## src/rtl/ebox_pkg.sv

```systemverilog
`default_nettype none

package ebox_pkg;

  typedef logic [63:0] addr_t;      // Program address or data word
  typedef logic [31:0] inst_t;
  typedef logic [4:0]  reg_addr_t;
  typedef logic [5:0]  opcode_t;
  typedef logic [6:0]  func_t;

  localparam opcode_t OP_INTA  = 6'h10;
  localparam opcode_t OP_INTL  = 6'h11;
  localparam opcode_t OP_JMP   = 6'h1A;
  localparam opcode_t OP_STL_C = 6'h2E;
  localparam opcode_t OP_STQ_C = 6'h2F;

  localparam inst_t NOP_INST = 32'h0000_0000;

  // Operate format packs literal, func and rc into the low half
  localparam int RC_MSB   = 4;
  localparam int RC_LSB   = 0;
  localparam int FUNC_MSB = 11;
  localparam int FUNC_LSB = 5;

  typedef struct packed {
    opcode_t     opcode;
    reg_addr_t   ra;
    reg_addr_t   rb;
    logic [15:0] low;               // Displacement or operate fields
  } inst_fields_t;

  typedef logic [2:0] fwd_sel_t;

  localparam fwd_sel_t FWD_NONE     = 3'd0;
  localparam fwd_sel_t FWD_EX       = 3'd1;
  localparam fwd_sel_t FWD_MEM      = 3'd2;
  localparam fwd_sel_t FWD_LOAD     = 3'd3;
  localparam fwd_sel_t FWD_CMOV_EX  = 3'd5;
  localparam fwd_sel_t FWD_CMOV_MEM = 3'd6;

  typedef struct packed {
    logic reg_w;
    logic load;
    logic jump;
    logic cmov;
  } stage_flags_t;

  typedef struct packed {
    logic [5:0] n_shift;
    logic [1:0] shifter;
    logic [4:0] alu;
    logic [2:0] cmp;
    logic [4:0] mei;
    logic [2:0] xor_sel;
    logic       mux0;
    logic       mux1;
    logic [2:0] mux2;
    logic [1:0] mux3;
    logic       v;                  // Trap on overflow
  } ibox_ctrl_t;

  typedef struct packed {
    logic      reg_w;
    logic [1:0] m1_sel;
    logic      m2_sel;
    logic      m3_sel;
    reg_addr_t ra_addr;
    reg_addr_t rc_addr;
  } wb_ctrl_t;

  function automatic reg_addr_t rc_of(inst_fields_t f);
    return f.low[RC_MSB:RC_LSB];
  endfunction

  function automatic func_t func_of(inst_fields_t f);
    return f.low[FUNC_MSB:FUNC_LSB];
  endfunction

  function automatic logic is_load(opcode_t op);
    return (op >= 6'h08 && op <= 6'h0C) || (op >= 6'h28 && op <= 6'h2B);
  endfunction

  function automatic logic is_operate(opcode_t op);
    return op == OP_INTA || op == OP_INTL || op == 6'h12 || op == 6'h13 || op == 6'h1C;
  endfunction

  // CMOVxx functions all end in 4 or 6
  function automatic logic is_cmov(inst_fields_t f);
    func_t fn;
    fn = func_of(f);
    return f.opcode == OP_INTL && (fn[3:0] == 4'h4 || fn[3:0] == 4'h6);
  endfunction

endpackage

`default_nettype wire
```

## src/rtl/ebox_top.sv

```systemverilog
`timescale 1ns/1ps
`default_nettype none

module ebox_top #(
  parameter ebox_pkg::addr_t RESET_PC      = 64'h0,
  parameter bit              LITTLE_ENDIAN = 1'b1
) (
  input  wire logic            clk,
  input  wire logic            rst_n,
  input  wire ebox_pkg::inst_t inst,
  input  wire ebox_pkg::addr_t reg_a,
  input  wire ebox_pkg::addr_t reg_b,
  input  wire ebox_pkg::addr_t ibox_result,
  input  wire logic            i_stall,
  input  wire logic            d_stall,
  output ebox_pkg::addr_t      pc,
  output ebox_pkg::ibox_ctrl_t ibox_ctrl,
  output ebox_pkg::fwd_sel_t   fwd_a_sel,
  output ebox_pkg::fwd_sel_t   fwd_b_sel,
  output logic [1:0]           irf_m1_sel,
  output logic                 irf_m2_sel,
  output logic [7:0]           literal,
  output logic [15:0]          displacement,
  output ebox_pkg::reg_addr_t  ra_addr,
  output ebox_pkg::reg_addr_t  rb_addr,
  output logic                 mem_w_en,
  output ebox_pkg::wb_ctrl_t   wb_ctrl
);

  ebox_pkg::inst_t        inst2, inst3, inst4, inst5;
  ebox_pkg::stage_flags_t flags3, flags4, flags5;
  ebox_pkg::inst_fields_t f2;
  ebox_pkg::inst_fields_t f5;
  ebox_pkg::addr_t        br_target;
  logic is_branch;
  logic take_branch;
  logic jump2;
  logic ld_dep;
  logic bubble;
  logic res0_q;                               // CMOV condition seen one cycle ago
  logic mem_fmt2;
  logic mem_fmt5;

  assign bubble = is_branch | i_stall;

  always_ff @(posedge clk or negedge rst_n) begin
    if (!rst_n) begin
      res0_q <= 1'b0;
    end else begin
      res0_q <= ibox_result[0];
    end
  end

  // Redirects wait while the interlock holds stage 2
  fetch_pc #(.RESET_PC(RESET_PC)) u_fetch_pc (
    .clk        (clk),
    .rst_n      (rst_n),
    .bubble     (bubble),
    .hold       (ld_dep | d_stall),
    .jump       (jump2 & ~ld_dep),
    .take_branch(take_branch & ~ld_dep),
    .br_target  (br_target),
    .jmp_target (reg_b),
    .pc         (pc)
  );

  branch_cond u_branch_cond (
    .inst2      (inst2),
    .reg_a      (reg_a),
    .pc         (pc),
    .is_branch  (is_branch),
    .take_branch(take_branch),
    .br_target  (br_target)
  );

  inst_pipe u_inst_pipe (
    .clk     (clk),
    .rst_n   (rst_n),
    .inst    (inst),
    .d_stall (d_stall),
    .squash2 (bubble),
    .inst2   (inst2),
    .inst3   (inst3),
    .inst4   (inst4),
    .inst5   (inst5),
    .flags3  (flags3),
    .flags4  (flags4),
    .flags5  (flags5),
    .jump2   (jump2),
    .ld_dep  (ld_dep),
    .mem_w_en(mem_w_en)
  );

  bypass_select u_bypass_select (
    .inst2    (inst2),
    .inst3    (inst3),
    .inst4    (inst4),
    .flags3   (flags3),
    .flags4   (flags4),
    .cmov_ok3 (ibox_result[0]),
    .cmov_ok4 (res0_q),
    .fwd_a_sel(fwd_a_sel),
    .fwd_b_sel(fwd_b_sel)
  );

  ibox_decode #(.LITTLE_ENDIAN(LITTLE_ENDIAN)) u_ibox_decode (
    .inst3    (inst3),
    .ibox_ctrl(ibox_ctrl)
  );

  assign f2 = inst2;
  assign f5 = inst5;

  // Memory format has opcode bit 4 clear; opcode 0 is the NOP
  assign mem_fmt2 = ~f2.opcode[4] & (|f2.opcode);
  assign mem_fmt5 = ~f5.opcode[4] & (|f5.opcode);

  assign literal      = inst2[20:13];
  assign displacement = f2.low;
  assign ra_addr      = f2.ra;
  assign rb_addr      = f2.rb;
  assign irf_m1_sel   = {jump2, mem_fmt2};
  assign irf_m2_sel   = inst2[12] & ebox_pkg::is_operate(f2.opcode);   // Literal operand

  always_comb begin
    wb_ctrl.reg_w   = flags5.reg_w;
    wb_ctrl.m1_sel  = {flags5.cmov, mem_fmt5};
    wb_ctrl.m2_sel  = mem_fmt5 | flags5.jump;
    wb_ctrl.m3_sel  = flags5.cmov;
    wb_ctrl.ra_addr = f5.ra;
    wb_ctrl.rc_addr = ebox_pkg::rc_of(f5);
  end

endmodule

`default_nettype wire

```

## src/rtl/ibox_decode.sv

```systemverilog
`timescale 1ns/1ps
`default_nettype none

module ibox_decode #(
  parameter bit LITTLE_ENDIAN = 1'b1
) (
  input  wire ebox_pkg::inst_t inst3,
  output ebox_pkg::ibox_ctrl_t ibox_ctrl
);

  localparam logic [2:0] SWAP = LITTLE_ENDIAN ? 3'h0 : 3'h5;  // Byte swap on big-endian

  ebox_pkg::inst_fields_t f3;
  ebox_pkg::func_t        fn;

  assign f3 = inst3;
  assign fn = ebox_pkg::func_of(f3);

  // Kept rows never use shifter, mei, mux0 or mux3
  function automatic ebox_pkg::ibox_ctrl_t row(input logic [5:0] n_shift,
                                               input logic [4:0] alu,
                                               input logic [2:0] cmp,
                                               input logic [2:0] xor_sel,
                                               input logic       mux1,
                                               input logic [2:0] mux2,
                                               input logic       v);
    ebox_pkg::ibox_ctrl_t c;
    c         = '0;
    c.n_shift = n_shift;
    c.alu     = alu;
    c.cmp     = cmp;
    c.xor_sel = xor_sel;
    c.mux1    = mux1;
    c.mux2    = mux2;
    c.v       = v;
    return c;
  endfunction

  always_comb begin
    ibox_ctrl = '0;
    case (f3.opcode)
      6'h08: ibox_ctrl = row(6'h00, 5'h1, 3'h0, 3'h0, 1'b0, 3'h0, 1'b0);          // LDA
      6'h09: ibox_ctrl = row(6'h10, 5'h1, 3'h0, 3'h0, 1'b0, 3'h0, 1'b0);          // LDAH
      6'h0A, 6'h0E: ibox_ctrl = row(6'h00, 5'h1, 3'h0, 3'h7, 1'b0, SWAP, 1'b0);   // Byte
      6'h0B, 6'h0F: ibox_ctrl = row(6'h00, 5'h1, 3'h0, 3'h0, 1'b0, 3'h3, 1'b0);   // Unaligned
      6'h0C, 6'h0D: ibox_ctrl = row(6'h00, 5'h1, 3'h0, 3'h6, 1'b0, SWAP, 1'b0);   // Word
      6'h28, 6'h2A, 6'h2C, 6'h2E: begin
        ibox_ctrl = row(6'h00, 5'h1, 3'h0, 3'h4, 1'b0, SWAP, 1'b0);               // Longword
      end
      6'h29, 6'h2B, 6'h2D, 6'h2F: begin
        ibox_ctrl = row(6'h00, 5'h1, 3'h0, 3'h0, 1'b0, SWAP, 1'b0);               // Quadword
      end
      ebox_pkg::OP_INTA: begin
        case (fn)
          7'h00: ibox_ctrl = row(6'h00, 5'h1, 3'h0, 3'h0, 1'b0, 3'h1, 1'b0);      // ADDL
          7'h02: ibox_ctrl = row(6'h02, 5'h1, 3'h0, 3'h0, 1'b0, 3'h1, 1'b0);      // S4ADDL
          7'h09: ibox_ctrl = row(6'h00, 5'h2, 3'h0, 3'h0, 1'b0, 3'h1, 1'b0);      // SUBL
          7'h0B: ibox_ctrl = row(6'h02, 5'h2, 3'h0, 3'h0, 1'b0, 3'h1, 1'b0);      // S4SUBL
          7'h0F: ibox_ctrl = row(6'h00, 5'h6, 3'h0, 3'h0, 1'b0, 3'h0, 1'b0);      // CMPBGE
          7'h12: ibox_ctrl = row(6'h03, 5'h1, 3'h0, 3'h0, 1'b0, 3'h1, 1'b0);      // S8ADDL
          7'h1B: ibox_ctrl = row(6'h03, 5'h2, 3'h0, 3'h0, 1'b0, 3'h1, 1'b0);      // S8SUBL
          7'h1D: ibox_ctrl = row(6'h00, 5'h2, 3'h5, 3'h0, 1'b0, 3'h2, 1'b0);      // CMPULT
          7'h20: ibox_ctrl = row(6'h00, 5'h1, 3'h0, 3'h0, 1'b0, 3'h0, 1'b0);      // ADDQ
          7'h22: ibox_ctrl = row(6'h02, 5'h1, 3'h0, 3'h0, 1'b0, 3'h0, 1'b0);      // S4ADDQ
          7'h29: ibox_ctrl = row(6'h00, 5'h2, 3'h0, 3'h0, 1'b0, 3'h0, 1'b0);      // SUBQ
          7'h2B: ibox_ctrl = row(6'h02, 5'h2, 3'h0, 3'h0, 1'b0, 3'h0, 1'b0);      // S4SUBQ
          7'h2D: ibox_ctrl = row(6'h00, 5'h2, 3'h2, 3'h0, 1'b0, 3'h2, 1'b0);      // CMPEQ
          7'h32: ibox_ctrl = row(6'h03, 5'h1, 3'h0, 3'h0, 1'b0, 3'h0, 1'b0);      // S8ADDQ
          7'h3B: ibox_ctrl = row(6'h03, 5'h2, 3'h0, 3'h0, 1'b0, 3'h0, 1'b0);      // S8SUBQ
          7'h3D: ibox_ctrl = row(6'h00, 5'h2, 3'h6, 3'h0, 1'b0, 3'h2, 1'b0);      // CMPULE
          7'h40: ibox_ctrl = row(6'h00, 5'h1, 3'h0, 3'h0, 1'b0, 3'h1, 1'b1);      // ADDL/V
          7'h49: ibox_ctrl = row(6'h00, 5'h2, 3'h0, 3'h0, 1'b0, 3'h1, 1'b1);      // SUBL/V
          7'h4D: ibox_ctrl = row(6'h00, 5'h2, 3'h0, 3'h0, 1'b0, 3'h2, 1'b0);      // CMPLT
          7'h60: ibox_ctrl = row(6'h00, 5'h1, 3'h0, 3'h0, 1'b0, 3'h0, 1'b1);      // ADDQ/V
          7'h69: ibox_ctrl = row(6'h00, 5'h2, 3'h0, 3'h0, 1'b0, 3'h0, 1'b1);      // SUBQ/V
          7'h6D: ibox_ctrl = row(6'h00, 5'h2, 3'h3, 3'h0, 1'b0, 3'h2, 1'b0);      // CMPLE
          default: ibox_ctrl = '0;
        endcase
      end
      ebox_pkg::OP_INTL: begin
        case (fn)
          7'h00: ibox_ctrl = row(6'h00, 5'h3, 3'h0, 3'h0, 1'b0, 3'h0, 1'b0);      // AND
          7'h08: ibox_ctrl = row(6'h00, 5'h3, 3'h0, 3'h0, 1'b1, 3'h0, 1'b0);      // BIC
          7'h14: ibox_ctrl = row(6'h3F, 5'h0, 3'h0, 3'h0, 1'b0, 3'h2, 1'b0);      // CMOVLBS
          7'h16: ibox_ctrl = row(6'h3F, 5'h0, 3'h2, 3'h0, 1'b0, 3'h2, 1'b0);      // CMOVLBC
          7'h20: ibox_ctrl = row(6'h00, 5'h4, 3'h0, 3'h0, 1'b0, 3'h0, 1'b0);      // BIS
          7'h24: ibox_ctrl = row(6'h00, 5'h0, 3'h3, 3'h0, 1'b0, 3'h2, 1'b0);      // CMOVEQ
          7'h26: ibox_ctrl = row(6'h00, 5'h0, 3'h7, 3'h0, 1'b0, 3'h2, 1'b0);      // CMOVNE
          7'h28: ibox_ctrl = row(6'h00, 5'h4, 3'h0, 3'h0, 1'b1, 3'h0, 1'b0);      // ORNOT
          7'h40: ibox_ctrl = row(6'h00, 5'h5, 3'h0, 3'h0, 1'b0, 3'h0, 1'b0);      // XOR
          7'h44: ibox_ctrl = row(6'h00, 5'h0, 3'h0, 3'h0, 1'b0, 3'h2, 1'b0);      // CMOVLT
          7'h46: ibox_ctrl = row(6'h00, 5'h0, 3'h4, 3'h0, 1'b0, 3'h2, 1'b0);      // CMOVGE
          7'h48: ibox_ctrl = row(6'h00, 5'h5, 3'h0, 3'h0, 1'b1, 3'h0, 1'b0);      // EQV
          7'h64: ibox_ctrl = row(6'h00, 5'h0, 3'h3, 3'h0, 1'b0, 3'h2, 1'b0);      // CMOVLE
          7'h66: ibox_ctrl = row(6'h00, 5'h0, 3'h1, 3'h0, 1'b0, 3'h2, 1'b0);      // CMOVGT
          default: ibox_ctrl = '0;
        endcase
      end
      default: ibox_ctrl = '0;
    endcase
  end

endmodule

`default_nettype wire

```

## src/rtl/bypass_select.sv

```systemverilog
`timescale 1ns/1ps
`default_nettype none

module bypass_select (
  input  wire ebox_pkg::inst_t        inst2,
  input  wire ebox_pkg::inst_t        inst3,
  input  wire ebox_pkg::inst_t        inst4,
  input  wire ebox_pkg::stage_flags_t flags3,
  input  wire ebox_pkg::stage_flags_t flags4,
  input  wire logic                   cmov_ok3,   // CMOV condition met in stage 3
  input  wire logic                   cmov_ok4,
  output ebox_pkg::fwd_sel_t          fwd_a_sel,
  output ebox_pkg::fwd_sel_t          fwd_b_sel
);

  ebox_pkg::inst_fields_t f2;
  ebox_pkg::inst_fields_t f3;
  ebox_pkg::inst_fields_t f4;
  ebox_pkg::reg_addr_t    rc3;
  ebox_pkg::reg_addr_t    rc4;
  ebox_pkg::reg_addr_t    dest3;
  ebox_pkg::reg_addr_t    dest4;
  logic alu3;
  logic alu4;

  assign f2 = inst2;
  assign f3 = inst3;
  assign f4 = inst4;

  assign rc3 = ebox_pkg::rc_of(f3);
  assign rc4 = ebox_pkg::rc_of(f4);

  // Jumps write the return address to ra, operates write rc
  assign dest3 = (flags3.jump | flags3.load) ? f3.ra : rc3;
  assign dest4 = (flags4.jump | flags4.load) ? f4.ra : rc4;

  // Unconditional ALU results only
  assign alu3 = flags3.reg_w & ~flags3.load & ~flags3.cmov;
  assign alu4 = flags4.reg_w & ~flags4.load & ~flags4.cmov;

  function automatic ebox_pkg::fwd_sel_t pick(ebox_pkg::reg_addr_t src);
    if (alu3 && src == dest3) begin
      return ebox_pkg::FWD_EX;
    end else if (alu4 && src == dest4) begin
      return ebox_pkg::FWD_MEM;
    end else if (flags4.load && src == f4.ra) begin
      return ebox_pkg::FWD_LOAD;
    end else if (flags3.cmov && cmov_ok3 && src == rc3) begin
      return ebox_pkg::FWD_CMOV_EX;
    end else if (flags4.cmov && cmov_ok4 && src == rc4) begin
      return ebox_pkg::FWD_CMOV_MEM;
    end
    return ebox_pkg::FWD_NONE;
  endfunction

  always_comb begin
    fwd_a_sel = pick(f2.ra);
    fwd_b_sel = pick(f2.rb);
  end

endmodule

`default_nettype wire

```

## src/rtl/inst_pipe.sv

```systemverilog
`timescale 1ns/1ps
`default_nettype none

module inst_pipe (
  input  wire logic              clk,
  input  wire logic              rst_n,
  input  wire ebox_pkg::inst_t   inst,
  input  wire logic              d_stall,
  input  wire logic              squash2,    // Kill the slot entering stage 2
  output ebox_pkg::inst_t        inst2,
  output ebox_pkg::inst_t        inst3,
  output ebox_pkg::inst_t        inst4,
  output ebox_pkg::inst_t        inst5,
  output ebox_pkg::stage_flags_t flags3,
  output ebox_pkg::stage_flags_t flags4,
  output ebox_pkg::stage_flags_t flags5,
  output logic                   jump2,
  output logic                   ld_dep,
  output logic                   mem_w_en
);

  ebox_pkg::inst_fields_t f2;
  ebox_pkg::inst_fields_t f3;
  ebox_pkg::inst_fields_t f4;
  ebox_pkg::stage_flags_t flags2;
  logic kill2;
  logic store3;
  logic stc4;

  assign f2 = inst2;
  assign f3 = inst3;
  assign f4 = inst4;

  assign jump2 = (f2.opcode == ebox_pkg::OP_JMP);

  always_comb begin
    flags2.load  = ebox_pkg::is_load(f2.opcode);
    flags2.jump  = jump2;
    flags2.cmov  = ebox_pkg::is_cmov(f2);
    flags2.reg_w = ebox_pkg::is_operate(f2.opcode) | flags2.load | jump2;
  end

  // A redirect in stage 2 discards the instruction fetched behind it
  assign kill2  = squash2 | jump2;
  assign ld_dep = flags3.load && (f2.ra == f3.ra || f2.rb == f3.ra);

  // Memory format with bit 30 low, excluding loads and CALL_PAL
  assign store3 = ~f3.opcode[4] & ~flags3.load & (|f3.opcode);
  assign stc4   = (f4.opcode == ebox_pkg::OP_STL_C) || (f4.opcode == ebox_pkg::OP_STQ_C);

  always_ff @(posedge clk or negedge rst_n) begin
    if (!rst_n) begin
      inst2    <= ebox_pkg::NOP_INST;
      inst3    <= ebox_pkg::NOP_INST;
      inst4    <= ebox_pkg::NOP_INST;
      inst5    <= ebox_pkg::NOP_INST;
      flags3   <= '0;
      flags4   <= '0;
      flags5   <= '0;
      mem_w_en <= 1'b0;
    end else begin
      if (ld_dep) begin
        inst2 <= inst2;                       // Hold the consumer
      end else if (kill2) begin
        inst2 <= ebox_pkg::NOP_INST;
      end else if (!d_stall) begin
        inst2 <= inst;
      end

      if (!d_stall) begin
        if (ld_dep) begin
          inst3  <= ebox_pkg::NOP_INST;      // Interlock bubble
          flags3 <= '0;
        end else begin
          inst3  <= inst2;
          flags3 <= flags2;
        end
        inst4  <= inst3;
        flags4 <= flags3;
      end

      if (d_stall) begin
        inst5  <= ebox_pkg::NOP_INST;
        flags5 <= '0;
      end else begin
        inst5  <= inst4;
        flags5 <= flags4;
      end

      mem_w_en <= store3 | stc4;
    end
  end

endmodule

`default_nettype wire

```

## src/rtl/branch_cond.sv

```systemverilog
`timescale 1ns/1ps
`default_nettype none

module branch_cond (
  input  wire ebox_pkg::inst_t inst2,
  input  wire ebox_pkg::addr_t reg_a,
  input  wire ebox_pkg::addr_t pc,           // Already branch address + 4
  output logic                 is_branch,
  output logic                 take_branch,
  output ebox_pkg::addr_t      br_target
);

  logic neg;
  logic zero;
  logic cond;

  assign neg       = reg_a[63];
  assign zero      = (reg_a == '0);
  assign is_branch = (inst2[31:30] == 2'b11);

  always_comb begin
    case (inst2[29:26])
      4'h0, 4'h4: cond = 1'b1;               // BR, BSR
      4'h8:       cond = ~reg_a[0];          // BLBC
      4'h9:       cond = zero;               // BEQ
      4'hA:       cond = neg;                // BLT
      4'hB:       cond = neg | zero;         // BLE
      4'hC:       cond = reg_a[0];           // BLBS
      4'hD:       cond = ~zero;              // BNE
      4'hE:       cond = ~neg;               // BGE
      4'hF:       cond = ~neg & ~zero;       // BGT
      default:    cond = 1'b0;               // FP branches not handled here
    endcase
  end

  assign take_branch = is_branch & cond;
  assign br_target   = pc + {{41{inst2[20]}}, inst2[20:0], 2'b00};

endmodule

`default_nettype wire

```

## src/rtl/fetch_pc.sv

```systemverilog
`timescale 1ns/1ps
`default_nettype none

module fetch_pc #(
  parameter ebox_pkg::addr_t RESET_PC = 64'h0
) (
  input  wire logic            clk,
  input  wire logic            rst_n,
  input  wire logic            bubble,       // Branch in stage 2 or fetch stall
  input  wire logic            hold,         // Interlock or data stall
  input  wire logic            jump,
  input  wire logic            take_branch,
  input  wire ebox_pkg::addr_t br_target,
  input  wire ebox_pkg::addr_t jmp_target,
  output ebox_pkg::addr_t      pc
);

  ebox_pkg::addr_t pc_next;
  ebox_pkg::addr_t pc_plus4;

  assign pc_plus4 = pc + 64'd4;

  always_comb begin
    if (jump) begin
      pc_next = {jmp_target[63:2], 2'b00};   // Jumps are longword aligned
    end else if (take_branch) begin
      pc_next = br_target;
    end else if (bubble || hold) begin
      pc_next = pc;
    end else begin
      pc_next = pc_plus4;
    end
  end

  always_ff @(posedge clk or negedge rst_n) begin
    if (!rst_n) begin
      pc <= RESET_PC;
    end else begin
      pc <= pc_next;
    end
  end

endmodule

`default_nettype wire

```

## config.mk

```make
export PLATFORM = sky130hd
export DESIGN_NAME = ebox_top
export DESIGN_NICKNAME = d
export VERILOG_FILES = /design/src/rtl/ebox_pkg.sv /design/src/rtl/ebox_top.sv /design/src/rtl/ibox_decode.sv /design/src/rtl/bypass_select.sv /design/src/rtl/inst_pipe.sv /design/src/rtl/branch_cond.sv /design/src/rtl/fetch_pc.sv
export SDC_FILE = /design/constraint.sdc
export NUM_CORES = 1
export LEC_CHECK = 0
export ABC_CLOCK_PERIOD_IN_PS = 6000
export BUFFER_PORTS_ARGS = -buffer_cell sky130_fd_sc_hd__buf_2
export CAP_MARGIN = 10
export CORE_UTILIZATION = 48
export CTS_BUF_LIST = sky130_fd_sc_hd__clkbuf_4 sky130_fd_sc_hd__clkbuf_8
export DETAILED_ROUTE_END_ITERATION = 8
export PLACE_DENSITY = 0.88
export SYNTH_ARGS = -nofsm -noshare
export SYNTH_HDL_FRONTEND = slang
export SYNTH_SLANG_ARGS = --single-unit
```

## constraint.sdc

```tcl
create_clock -name clk -period 6 [get_ports clk]
set_input_delay 0.6 -clock clk [delete_from_list [all_inputs] [get_ports clk]]
set_output_delay 0.6 -clock clk [all_outputs]
set_load 0.01 [all_outputs]
```

* Word-level counts from Yosys, hierarchy flattened
Cells that the tools add are included.
** Storage, ports and cells
- Input port bits :: 228
- Word-level logic and storage cells :: 218
- Flip-flop bits (word level) :: 205
- Output and inout bits :: 155
** Cells by class
- Mux-type cells :: 37
- Equal/unequal tests :: 84
- Reduce and logical (&&, ||, !) cells :: 39
- Bitwise gates (word level) :: 34
- Magnitude comparators :: 4
- $add $sub $neg :: 2
** Operators by type and width (count)
- $pmux 28 s22 :: 1
- $pmux 32 s13 :: 1
- $pmux 32 s8 :: 1
- $mux 64 :: 3
- $mux 32 :: 4
- $eq 7x6->1 const B :: 11
- $eq 7x7->1 const B :: 11
- $add 64x3->64 const B :: 1
- $add 64x64->64 :: 1
- $logic_not 64->1 :: 1
- $eq 5x5->1 :: 12
- $eq 6x6->1 const B :: 10
- $eq 6x4->1 const B :: 8
- $eq 6x5->1 const B :: 8
- $mux 3 :: 12
- $eq 7x5->1 const B :: 5
- $eq 4x4->1 const B :: 8
- $eq 7x4->1 const B :: 4
- $reduce_or 6->1 :: 3
- $logic_and 1x1->1 :: 16
- $and 1x1->1 :: 13
- $eq 4x3->1 const B :: 3
- $not 1->1 :: 11
- $mux 1 :: 10
- 19 further kinds :: 42

* Logic depth before layout (Yosys ltp)
Gate-level depths: netlist (run 1).
- Depth in word-level cells :: 8
- Mapped depth :: 24

* By module
Synthesis (run 1) repeated with hierarchy kept, for this count alone.
** Second synthesis, totals
- Cell total of the unflattened synthesis :: 1862
- Area total of the unflattened synthesis :: 15787.6 µm²
** By module, submodules not included
- inst_pipe :: area an instance 5436.5 µm², seq. area each 3528.4 µm², instances 1, cells an instance 415
- fetch_pc :: area an instance 4589.4 µm², seq. area each 1601.5 µm², instances 1, cells an instance 586
- branch_cond :: area an instance 3980.1 µm², seq. area each 0.0 µm², instances 1, cells an instance 594
- bypass_select :: area an instance 954.7 µm², seq. area each 0.0 µm², instances 1, cells an instance 141
- ibox_decode :: area an instance 615.6 µm², seq. area each 0.0 µm², instances 1, cells an instance 97
- ebox_top :: area an instance 211.5 µm², seq. area each 25.0 µm², instances 1, cells an instance 29

* Worst setup path after synthesis (run 1)
Ideal clock, no wire load.
- Path type :: input port to flip-flop
- From :: input reg_a[18]
- To :: register u_fetch_pc.pc[60]
- Setup slack :: 0.110 ns
- Data required time :: 5.918 ns
- Arrival time :: 5.808 ns
- Library setup time :: 0.082 ns
- Stages on the path :: 22
- Path through :: nor4_1 > nand4_1 > or4_1 > o21ai_0 > nor4_1 > a211oi_1 > nor2_1 > and2_1 > clkbuf_1 > ha_1 > buf_4 > nand4_2 > nor3_2 > nand3_1 > or3b_4 > a21oi_4 > o21ai_2 > o2111a_2 > nor4_4 > o21ai_2 > or3_1 > a31oi_1
** Between the ends
- Cells in the longest elaborated chain, start to end :: 8
- Elaborated cells between the ends (all ways) :: 10
** RTL lines
- start, declared :: RTL line ebox_top.sv:11 : input wire ebox_pkg::addr_t reg_a,
- $logic_not 64->1 (*) :: RTL line branch_cond.sv:18 : assign zero = (reg_a == '0);
- $not 1->1 :: RTL line branch_cond.sv:29, branch_cond.sv:31
- $and 1x1->1 :: RTL line branch_cond.sv:31 : 4'hF: cond = ~neg & ~zero;
- $pmux 1 s9 (*) :: RTL line branch_cond.sv:22 : case (inst2[29:26])
- $and 1x1->1 (*) :: RTL line branch_cond.sv:36 : assign take_branch = is_branch & cond;
- $and 1x1->1 (*) :: RTL line ebox_top.sv:61 : .take_branch(take_branch & ~ld_dep),
- $mux 64 :: RTL line fetch_pc.sv:26 : end else if (take_branch) begin
- $mux 64 :: RTL line fetch_pc.sv:24 : if (jump) begin
- end signal, assigned :: RTL line fetch_pc.sv:39 : pc <= pc_next;
- end, declared :: RTL line fetch_pc.sv:15 : output ebox_pkg::addr_t pc
Mark *: on every way between the ends. The rest lies on a longest branch, timed or not.
A chain may end at the register's enable or synchronous reset.

* Worst setup path in the final report (run 1)
- From :: input reg_a[46]
- To :: register u_fetch_pc.pc[62]
Same word-level chain as after synthesis.

==> flow_metrics.py, run 1 <==
metrics = {
    "synthesis": {
        "synth.avg_cell_area_um2": 8.363,
        "synth.top_cell.area_share_pct": 33.64,
        "synth_area_um2": 12050,
        "synth-xor-area-share_pct": 8.285,
        "synth-compound-area-share_pct": 21.59,
        "yosys-top-cells-count": "162 x dfrtp_1, 144 x a21oi_1, 142 x nand2_1",
        "synth_cells": 1441,
        "synthAdderAreaFrac_pct": 6.499,
        "yosysSeqAreaShare_pct": 33.64,
        "synth-edff-count": 0,
        "synth_cell_types": 75,
        "ys_top_cells_by_area": "dfrtp_1 34%, ha_1 6.3%, a21oi_1 6.0%",
        "synth_ff_type": "dfrtp_1",
        "synth_top_family_by_area": "compound AO/OA/AOI/OAI gates",
        "synth.area.mux_share_pct": 3.042,
        "synthSimpleGateAreaFrac_pct": 18.74,
        "synth-async-reset-ratio_pct": 100.0,
        "ys_ff_latch": 162,
        "synth.largest_area_cell": "dfrtp_1",
        "synth_most_common_cell": "dfrtp_1",
        "yosysWarnings": 0,
    },
    "clocking": {
        "worstSkewPairLatency_ns": 0.47,
        "clock_path_buffers": 2,
        "cts_resized": 0,
        "cts_tree": "done",
        "cts_root_buf": "clkbuf_8",
        "clock-sinks": 162,
        "cts_buffers": 17,
        "clk_pin_slew_ns": 0.10,
        "h-tree-depth": 4,
        "post_cts_buffers": 0,
        "hold_buffers": 0,
    },
    "sta": {
        "fin_ws_ns": 0.4977,
        "finalCriticalPeriod_ns": 5.502,
        "finalCritPeriodShare_pct": 91.70,
        "setup_viol_count_final": 0,
        "max_freq_mhz": 181.7,
        "max_slew.worst_pin.slew_ns": 0.9437,
        "hold_viol": 0,
        "skew_ns": 0.02126,
        "slew_headroom_pct": 37.09,
        "rsz0062_at_grt": "no",
        "fin_tns_setup_ns": 0,
        "final_max_slew_viol_count": 0,
    },
    "grt": {
        "grt_pass1_wl_mm": 56.94,
        "grt.overflow.total": 0,
        "grt_pass1_vias": 11040,
        "antenna_found_initial": 2,
        "groute.usage.overall_pct": 27.54,
        "grt_max_degree": 98,
    },
    "die": {
        "initial_utilization_pct": 49.27,
        "core_um2": 24460,
        "num_rows": 57,
        "fp.dieH_um": 160.5,
        "die_area_um2": 25750,
        "die_width_um": 160.5,
        "ios": 383,
    },
    "critical_path": {
        "slowest_delay_ns": 0.46,
        "r2r_start": "u_inst_pipe.inst2[26]$_DFFE_PN0P_",
        "cp_max_fo": 20,
        "cpMaxStageDelayCell": "or4_1",
        "endpoint_kind": "flip-flop",
        "path_class": "in2reg",
        "path_cells": "buf_2 -> nor4_1 -> nand4_1 -> or4_1 -> o21ai_0 -> nor4_1 -> a211oi_1 -> nor2_1 -> buf_12 -> and2_2 -> buf_4 -> ha_1 -> nand2_1 -> nor3_2 -> nand3_1 -> or3b_4 -> a21oi_4 -> o21ai_2 -> o2111a_2 -> nor4_4 -> o21ai_0 -> and4b_1 -> nor3_1",
        "r2r_slack_ns": 0.52,
        "start_kind": "input pin",
        "r2r_cells": 22,
        "startpoint": "reg_a[46]",
        "timing.rr.end": "u_fetch_pc.pc[62]$_DFFE_PN0P_",
        "worstPathRequired_ns": 6.37,
        "arrival_ns": 5.88,
    },
    "drt": {
        "routed_via_density": 5.803,
        "vias": 11680,
        "first_pass_iters": 7,
        "drc": 0,
        "drt_iter0_markers": 1185,
        "ant_nets": 0,
        "finalWirelength_mm": 35.90,
        "wire_per_inst_um": 17.84,
    },
    "placed_design": {
        "dp_cells": 1979,
        "dp_slack_ns": 0.08211,
        "placement.io_buffers": 302,
        "dp_hpwl_mm": 27.04,
        "place.gp.congestion": 0.9759,
    },
    "finish": {
        "final_nets": 1964,
        "fin_cells": 2012,
        "syn2layout_area_growth_pct": 16.17,
        "final_layout_size_suffix_gt1_share_pct": 25.01,
    },
    "run_status": {
        "outcome": "complete, no violations",
    },
    "pwr": {
        "leakage_nw": 6.887,
        "powerDensity_nw_per_um2": 330.0,
        "peakVddDrop_mv": 0.2257,
    },
    "flow_run": {
        "maxCapViolations": 0,
    },
    "hold_path": {
        "hold_path_class": "in2async",
    },
}
==> per-layer routing <==
metal  share of wire (%)  track usage [%]  vias up  wire length (um)
met1                  44            38.69     5576             15940
met3                 6.5            3.435       71              2321
met2                  46            43.13      497             16640
met4                 2.7            10.74        2               982
li1                    -                -     5530                 -
met5               0.031                0        -                11
==> cell families after synthesis <==
logic type / count (synthesis)
other: 1
and+or+nand+nor: 469
buffers and inverters: 189
xor gates and xnor gates: 114
DFF: 162
adders and majority gates: 62
muxes: 34
AOI/OAI and AO/OA: 410
==> area by class of cell <==
type | instances | area [um^2]
antenna | 1 | 2.502
clock buffer | 19 | 255.2
clock inverter | 13 | 147.6
fill | 2140 | 10460
inverter | 39 | 146.4
multi-input combinational | 1104 | 7098
sequential | 162 | 4054
tap | 324 | 405.4
timing repair buffer | 350 | 1891
==> report_power, final <==
group          total, mW  switching [mW]  leakage (nW)  internal, mW
Sequential          1.64           0.309          1.99          1.33
Combinational       2.14            1.23          4.71         0.913
Clock              0.836           0.475         0.193         0.361
==> critical path: cells and delay by family <==
kind | cells | cell delay, ns
AO/OA/AOI/OAI | 6 | 1.44
adder cells (fa/ha/maj) | 1 | 0.31
buffers and inverters | 3 | 0.48
AND/OR/NAND/NOR | 13 | 3.00
==> cell usage in the layout, fill, tap and decap left out, types with 33 or more instances in the layout <==
cell | Yosys | final
buf_2 | 15 | 301
dfrtp_1 | 162 | 162
a21oi_1 | 144 | 144
nand2_1 | 142 | 142
nor2_1 | 129 | 128
o21ai_0 | 75 | 75
xnor2_1 | 65 | 65
ha_1 | 61 | 61
xor2_1 | 49 | 49
buf_4 | 68 | 47
inv_1 | 38 | 38
a22o_1 | 33 | 33
==> sequential cells by signal, summed over array words and instances (netlist names) <==
signal                flops
res0_q                    1
u_inst_pipe.inst2        32
u_inst_pipe.mem_w_en      1
u_inst_pipe.flags5        3
u_inst_pipe.inst4        16
u_inst_pipe.inst5        16
u_fetch_pc.pc            62
u_inst_pipe.flags3        4
u_inst_pipe.inst3        23
u_inst_pipe.flags4        4
==> how the worst max path moves through the flow <==
stage               cells past startpoint  slack [ns]                       endpoint
finish                                 23        0.50  u_fetch_pc.pc[62]$_DFFE_PN0P_
global route                           23        0.20  u_fetch_pc.pc[62]$_DFFE_PN0P_
CTS                                    23        0.57  u_fetch_pc.pc[60]$_DFFE_PN0P_
detailed placement                     23        0.08  u_fetch_pc.pc[60]$_DFFE_PN0P_
global placement                       22        0.18  u_fetch_pc.pc[60]$_DFFE_PN0P_
floorplan                              22        0.11  u_fetch_pc.pc[60]$_DFFE_PN0P_
==> metrics by stage <==
stage / hold slack, ns / total power [mW] / util [%] / area [um^2]
after floorplan: 0.3044 / 3.037 / - / 12100
after global placement: 0.4608 / 3.688 / 55.57 / 13590
after detailed placement: 0.4734 / 3.759 / 55.57 / 13590
after CTS: 0.2119 / 4.607 / 57.22 / 14000
after global routing: 0.2503 / 4.937 / 57.23 / 14000
final: 0.2025 / 4.620 / 57.23 / 14000
(Power assumes the default switching activity.)
==> run 2: changes to the inputs <==
CORE_MARGIN = 8   (was default)
==> run 2 against run 1 <==
Hold slack worse by 0.0087 ns. Fmax down 2.0%. Clock power up 2.8%. Critical path depth up 1. Count of clock-buffer cells in the layout down 2. Final cell count up 1.1%. Routed wire length up 7.1%. Design area up 1.2%. Global-route usage down 3.2 points. Largest cell class unchanged.
==> flow_metrics.py, run 2 (synthesis results as in run 1) <==
metrics = {
    "run_status": {
        "outcome": "complete, no violations",
    },
    "clocking": {
        "post_cts_buffers": 0,
        "worstSkewPairLatency_ns": 0.48,
        "cts_tree": "done",
        "clk_pin_slew_ns": 0.10,
        "h-tree-depth": 4,
        "cts_buffers": 17,
        "cts_root_buf": "clkbuf_8",
        "clock_path_buffers": 2,
        "clock-sinks": 162,
    },
    "die": {
        "core_um2": 24890,
        "num_rows": 58,
        "die_area_um2": 30430,
        "fp.dieH_um": 174.5,
        "initial_utilization_pct": 48.42,
        "die_width_um": 174.5,
        "ios": 383,
    },
    "sta": {
        "finalCriticalPeriod_ns": 5.614,
        "finalCritPeriodShare_pct": 93.57,
        "max_freq_mhz": 178.1,
        "rsz0062_at_grt": "no",
        "max_slew.worst_pin.slew_ns": 1.016,
        "setup_viol_count_final": 0,
        "skew_ns": 0.01745,
        "slew_headroom_pct": 32.27,
        "final_max_slew_viol_count": 0,
        "hold_viol": 0,
        "fin_tns_setup_ns": 0,
    },
    "drt": {
        "drc": 0,
        "drt_iter0_markers": 943,
        "wire_per_inst_um": 18.90,
        "first_pass_iters": 6,
        "ant_nets": 0,
        "finalWirelength_mm": 38.45,
        "routed_via_density": 5.769,
        "vias": 11740,
    },
    "critical_path": {
        "endpoint_kind": "flip-flop",
        "r2r_start": "u_inst_pipe.inst2[26]$_DFFE_PN0P_",
        "arrival_ns": 5.94,
        "path_class": "in2reg",
        "cp_max_fo": 20,
        "cpMaxStageDelayCell": "or4_1",
        "worst_path_most_repeated_cell": "buf_4",
        "timing.rr.end": "u_fetch_pc.pc[61]$_DFFE_PN0P_",
        "slowest_delay_ns": 0.48,
        "path_cells": "buf_2 -> nor4_1 -> nand4_1 -> or4_1 -> o21ai_0 -> nor4_1 -> a211oi_1 -> buf_4 -> nor2_1 -> buf_12 -> and2_1 -> ha_1 -> nand3_1 -> o211ai_1 -> a2111oi_1 -> buf_4 -> nor3_1 -> o21ai_1 -> o211ai_1 -> a31oi_1 -> o41ai_1 -> buf_4 -> xnor2_1 -> a21oi_1",
        "r2r_cells": 23,
        "crit_buf_inv": 5,
        "crit_family": "compound AO/OA/AOI/OAI gates",
        "r2r_slack_ns": 0.42,
        "worstPathRequired_ns": 6.33,
        "start_kind": "input pin",
    },
    "grt": {
        "grt_pass1_wl_mm": 61.01,
        "grt.overflow.total": 0,
        "grt_pass1_vias": 11610,
        "groute.usage.overall_pct": 24.38,
        "antenna_found_initial": 1,
        "grt_max_degree": 109,
    },
    "finish": {
        "regMostFlops": "u_fetch_pc.pc",
        "largest_register_ffs": 62,
        "final_layout_size_suffix_gt1_share_pct": 25.78,
        "final_common_cell": "buf_2",
        "seq_area_um2": 4054,
        "top_regs": "u_fetch_pc.pc (62), u_inst_pipe.inst2 (32), u_inst_pipe.inst3 (23)",
        "final_cell_mix": "301 x buf_2, 162 x dfrtp_1, 144 x a21oi_1, 142 x nand2_1, 128 x nor2_1",
        "fin_util_pct": 56.89,
        "fillers": 2269,
        "syn2layout_area_growth_pct": 17.50,
        "multi_input_area_um2": 7114,
        "final_nets": 1980,
    },
    "placed_design": {
        "dp_hpwl_mm": 29.53,
        "place.gp.congestion": 1.008,
        "placement.io_buffers": 302,
    },
    "pwr": {
        "p_sw_mw": 2.068,
        "peakVddDrop_mv": 0.1858,
        "p_int_mw": 2.624,
        "comb_power_share_pct": 47.1,
        "powerDensity_nw_per_um2": 331.3,
        "clockPowerShare_pct": 18.3,
        "switching_share_pct": 44.08,
        "leakage_nw": 6.978,
        "power_frac_seq_pct": 34.6,
    },
    "hold_path": {
        "hold_path_class": "in2async",
    },
    "flow_run": {
        "maxCapViolations": 0,
    },
}
==> run 2: per-layer routing <==
layer,GRT usage (%),vias up,wire length (um)
met4,8.479,0,1121
met3,4.795,76,2551
li1,-,5561,-
met2,39.48,451,18100
met1,31.96,5647,16680
met5,0,-,0
==> run 2: power by group through the flow <==
stage	logic, mW	registers, mW	clock network [mW]
after floorplan	1.42	1.62	0
after global placement	2.12	1.63	0
after detailed placement	2.17	1.64	0
after CTS	2.19	1.62	0.879
after global routing	2.43	1.65	0.926
final	2.21	1.62	0.859
==> run 2: worst max path at each step <==
stage / slack, ns / depth (start not counted) / startpoint / end
6_report: 0.39 / 24 / reg_a[42] / u_fetch_pc.pc[61]$_DFFE_PN0P_
2_1_floorplan: 0.11 / 22 / reg_a[18] / u_fetch_pc.pc[60]$_DFFE_PN0P_
5_1_grt: 0.07 / 24 / reg_a[26] / u_fetch_pc.pc[61]$_DFFE_PN0P_
3_3_place_gp: 0.1 / 23 / u_inst_pipe.inst3[21]$_DFFE_PN0N_ / u_fetch_pc.pc[53]$_DFFE_PN0P_
3_5_place_dp: -0.006 / 24 / reg_a[42] / u_fetch_pc.pc[61]$_DFFE_PN0P_
4_1_cts: 0.33 / 23 / u_inst_pipe.inst3[21]$_DFFE_PN0N_ / u_fetch_pc.pc[63]$_DFFE_PN0P_
==> run 2: final cells by class <==
type / count / area share [%]
Antenna cell: 1 / 0.01767
Clock buffer: 17 / 1.652
Clock inverter: 15 / 1.255
Inverter: 39 / 1.060
Multi-Input combinational cell: 1105 / 50.24
Sequential cell: 162 / 28.63
Tap cell: 330 / 2.916
Timing Repair Buffer: 365 / 14.23
==> run 2: per-stage QoR <==
stage               total power [mW]  setup slack (ns)  instance area, um^2  instances  hold WS (ns)
CTS                            4.687            0.3287                14150       2032        0.2531
detailed placement             3.810         -0.005941                13730       2000        0.4755
global route                   5.015           0.07298                14160       2034        0.2460
global placement               3.743           0.09626                13730       2000        0.4611
floorplan                      3.037            0.1097                12100       1455        0.3044
finish                         4.692            0.3860                14160       2034        0.1938
==> run 2: what timing repair did <==
action	4_1_cts	5_1_grt
hold buffers	0	0
resized for setup	1	1
endpoints found under the setup margin	2	5
cloned	0	1
pin swaps	0	1
endpoints found under the hold margin	0	0
==> run 3: changes to the inputs <==
BUFFER_PORTS_ARGS = default   (was -buffer_cell sky130_fd_sc_hd__buf_2)
CAP_MARGIN = 25   (was 10)
CORE_AREA = 2 2 149 151   (was default)
CORE_MARGIN = default   (was 8)
CORE_UTILIZATION = default   (was 48)
DIE_AREA = 0 0 151 153   (was default)
DONT_BUFFER_PORTS = 1   (was default)
PLACE_DENSITY = 0.83   (was 0.88)
==> run 3 against run 2 <==
The flow now finishes with violations (negative hold slack). Core utilization up 1.8 points. Sequential power grew 9%. Design area is 11% lower. Flip-flop and latch count unchanged. Global-route usage increased by 5.3 points. Count of clock-buffer cells in the layout unchanged. Critical path type is now reg2reg. Highest routed layer is now met5.
==> flow_metrics.py, run 3 (synthesis results as in run 1) <==
metrics = {
    "pwr": {
        "power_frac_seq_pct": 40.8,
        "comb_power_share_pct": 41.2,
        "clockPowerShare_pct": 18.1,
        "design_power_total_mw": 4.337,
        "p_int_mw": 2.402,
        "powerDensity_nw_per_um2": 344.1,
        "peakVddDrop_mv": 0.1947,
        "switching_share_pct": 44.61,
        "leakage_nw": 5.755,
        "p_sw_mw": 1.934,
    },
    "grt": {
        "grt_pass1_wl_mm": 53.78,
        "groute.usage.overall_pct": 29.63,
        "antenna_found_initial": 5,
        "use_met3_pct": 7.940,
        "global_route.usage.met2_pct": 44.48,
        "grt_max_degree": 163,
        "grt.overflow.total": 0,
        "grt_pass1_vias": 10060,
        "use_met1_pct": 41.09,
        "grt_busiest_layer": "met2",
    },
    "critical_path": {
        "crit_family": "simple AND/OR/NAND/NOR gates",
        "start_kind": "flip-flop",
        "worstPathRequired_ns": 6.37,
        "slowest_delay_ns": 0.46,
        "arrival_ns": 5.87,
        "cp_max_fo": 20,
        "r2r_start": "u_inst_pipe.inst2[26]$_DFFE_PN0P_",
        "r2r_cells": 22,
        "endpoint_kind": "flip-flop",
        "path_cells": "nor4b_1 -> nand4_1 -> or4_1 -> o21ai_1 -> nor4_1 -> a211oi_1 -> buf_4 -> nor2_1 -> buf_12 -> and2_2 -> ha_1 -> nand4_2 -> nor3_2 -> nand3_1 -> or3b_4 -> a21oi_4 -> o21ai_2 -> o2111a_2 -> nor4_4 -> o21ai_0 -> and4b_1 -> nor3_1",
        "timing.rr.end": "u_fetch_pc.pc[62]$_DFFE_PN0P_",
        "r2r_slack_ns": 0.50,
        "cpMaxStageDelayCell": "dfrtp_2",
        "path_class": "reg2reg",
        "crit_buf_inv": 2,
    },
    "finish": {
        "final_cell_mix": "161 x dfrtp_1, 144 x a21oi_1, 142 x nand2_1, 128 x nor2_1, 74 x o21ai_0",
        "largest_register_ffs": 62,
        "final_common_cell": "dfrtp_1",
        "regMostFlops": "u_fetch_pc.pc",
        "top_regs": "u_fetch_pc.pc (62), u_inst_pipe.inst2 (32), u_inst_pipe.inst3 (23)",
        "stdcell_area_um2": 12600,
        "final_layout_size_suffix_gt1_share_pct": 10.09,
        "final_nets": 1684,
        "fillers": 1846,
        "syn2layout_area_growth_pct": 4.578,
    },
    "drt": {
        "finalWirelength_mm": 34.81,
        "routed_via_density": 6.317,
        "drt_iter0_markers": 856,
        "ant_nets": 0,
        "vias": 10670,
        "wire_per_inst_um": 20.61,
        "drc": 0,
        "first_pass_iters": 7,
    },
    "die": {
        "die_width_um": 151,
        "num_rows": 54,
        "fp.dieH_um": 153,
        "core_um2": 21490,
        "ios": 383,
        "initial_utilization_pct": 56.09,
        "die_area_um2": 23100,
    },
    "clocking": {
        "clock_path_buffers": 2,
        "clock-sinks": 162,
        "h-tree-depth": 4,
        "cts_root_buf": "clkbuf_8",
        "post_cts_buffers": 0,
        "cts_tree": "done",
        "cts_buffers": 17,
        "clk_pin_slew_ns": 0.10,
        "worstSkewPairLatency_ns": 0.47,
    },
    "placed_design": {
        "dp_hpwl_mm": 25.95,
        "placement.io_buffers": 0,
        "dp_slack_ns": 0.08878,
        "place.gp.congestion": 0.9363,
        "placed_area_um2": 12190,
    },
    "sta": {
        "finalCritPeriodShare_pct": 91.67,
        "max_slew.worst_pin.slew_ns": 1.064,
        "hold_viol": 1,
        "rsz0062_at_grt": "no",
        "fin_tns_setup_ns": 0,
        "finalCriticalPeriod_ns": 5.500,
        "setup_viol_count_final": 0,
        "slew_headroom_pct": 29.03,
        "max_freq_mhz": 181.8,
        "final_max_slew_viol_count": 0,
        "hold_ws_ns": -0.01246,
        "fin_ws_ns": 0.4998,
        "skew_ns": 0.01699,
    },
    "hold_path": {
        "hold_path_class": "in2async",
    },
    "run_status": {
        "violations": "negative hold slack",
        "outcome": "finished with violations",
    },
    "flow_run": {
        "maxCapViolations": 0,
    },
}
run 3: cell count changes in the layout (fill, tap and decap cells not counted), sizes merged:
cell / change
buf: -295
clkinv: +8
inv: -4
clkinvlp: -3
bufinv: -1
diode: +1
o21ai: -1
run 3: worst register-to-register path, stage by stage (launching register included):
cell      delay [ns]
dfrtp_2         0.46
nor4b_1         0.26
nand4_1         0.11
or4_1           0.42
o21ai_1         0.22
nor4_1          0.07
a211oi_1        0.29
buf_4           0.19
nor2_1          0.07
buf_12          0.17
and2_2          0.28
ha_1            0.43
nand4_2         0.16
nor3_2          0.23
nand3_1         0.11
or3b_4          0.42
a21oi_4         0.17
o21ai_2         0.09
o2111a_2        0.31
nor4_4          0.31
o21ai_0         0.20
and4b_1         0.24
nor3_1          0.21
run 3: layout make-up:
cell class                 count  area, um^2  area share [%]
multi-input combinational   1104        7094           56.29
sequential                   162        4055           32.18
inverter                      39       146.4           1.162
tap                          280       350.3           2.780
clock inverter                15       147.6           1.171
antenna                        2       5.005         0.03971
timing repair buffer          70       570.5           4.527
clock buffer                  17       234.0           1.856
run 3: repair_timing:
action	in CTS	in global routing
hold buffers	1	0
gates resized for setup	0	2
setup endpoints to repair	0	12
hold endpoints to repair	162	0
run 3: power groups by stage:
stage | Sequential [mW] | Combinational [mW] | Clock (mW)
3_3_place_gp | 1.77 | 1.67 | 0
2_1_floorplan | 1.62 | 1.42 | 0
4_1_cts | 1.76 | 1.76 | 0.800
3_5_place_dp | 1.78 | 1.72 | 0
5_1_grt | 1.80 | 1.98 | 0.846
6_report | 1.77 | 1.79 | 0.784
run 3: worst max path at each step:
stage | from | end | slack (ns) | depth (start not counted)
after floorplan | reg_a[18] | u_fetch_pc.pc[60]$_DFFE_PN0P_ | 0.11 | 22
after global placement | reg_a[27] | u_fetch_pc.pc[61]$_DFFE_PN0P_ | 0.21 | 22
after detailed placement | reg_a[27] | u_fetch_pc.pc[62]$_DFFE_PN0P_ | 0.09 | 23
after CTS | u_inst_pipe.inst2[26]$_DFFE_PN0P_ | u_fetch_pc.pc[62]$_DFFE_PN0P_ | 0.35 | 22
after global routing | u_inst_pipe.inst2[26]$_DFFE_PN0P_ | u_fetch_pc.pc[62]$_DFFE_PN0P_ | 0.03 | 22
final | u_inst_pipe.inst2[26]$_DFFE_PN0P_ | u_fetch_pc.pc[62]$_DFFE_PN0P_ | 0.50 | 22
run 3: per-stage QoR:
step	hold WS, ns	util [%]	std cells
finish	-0.01246	58.66	1689
global route	0.1216	58.65	1688
CTS	0.1300	58.63	1687
detailed placement	0.3099	56.73	1654
global placement	0.3094	56.73	1654
floorplan	0.3044	-	1455
run 3: layer usage:
layer	vias to the layer above	share of wire, %
met4	6	3.1
met3	81	7.9
li1	4984	-
met2	445	45
met1	5154	44
met5	-	0.11
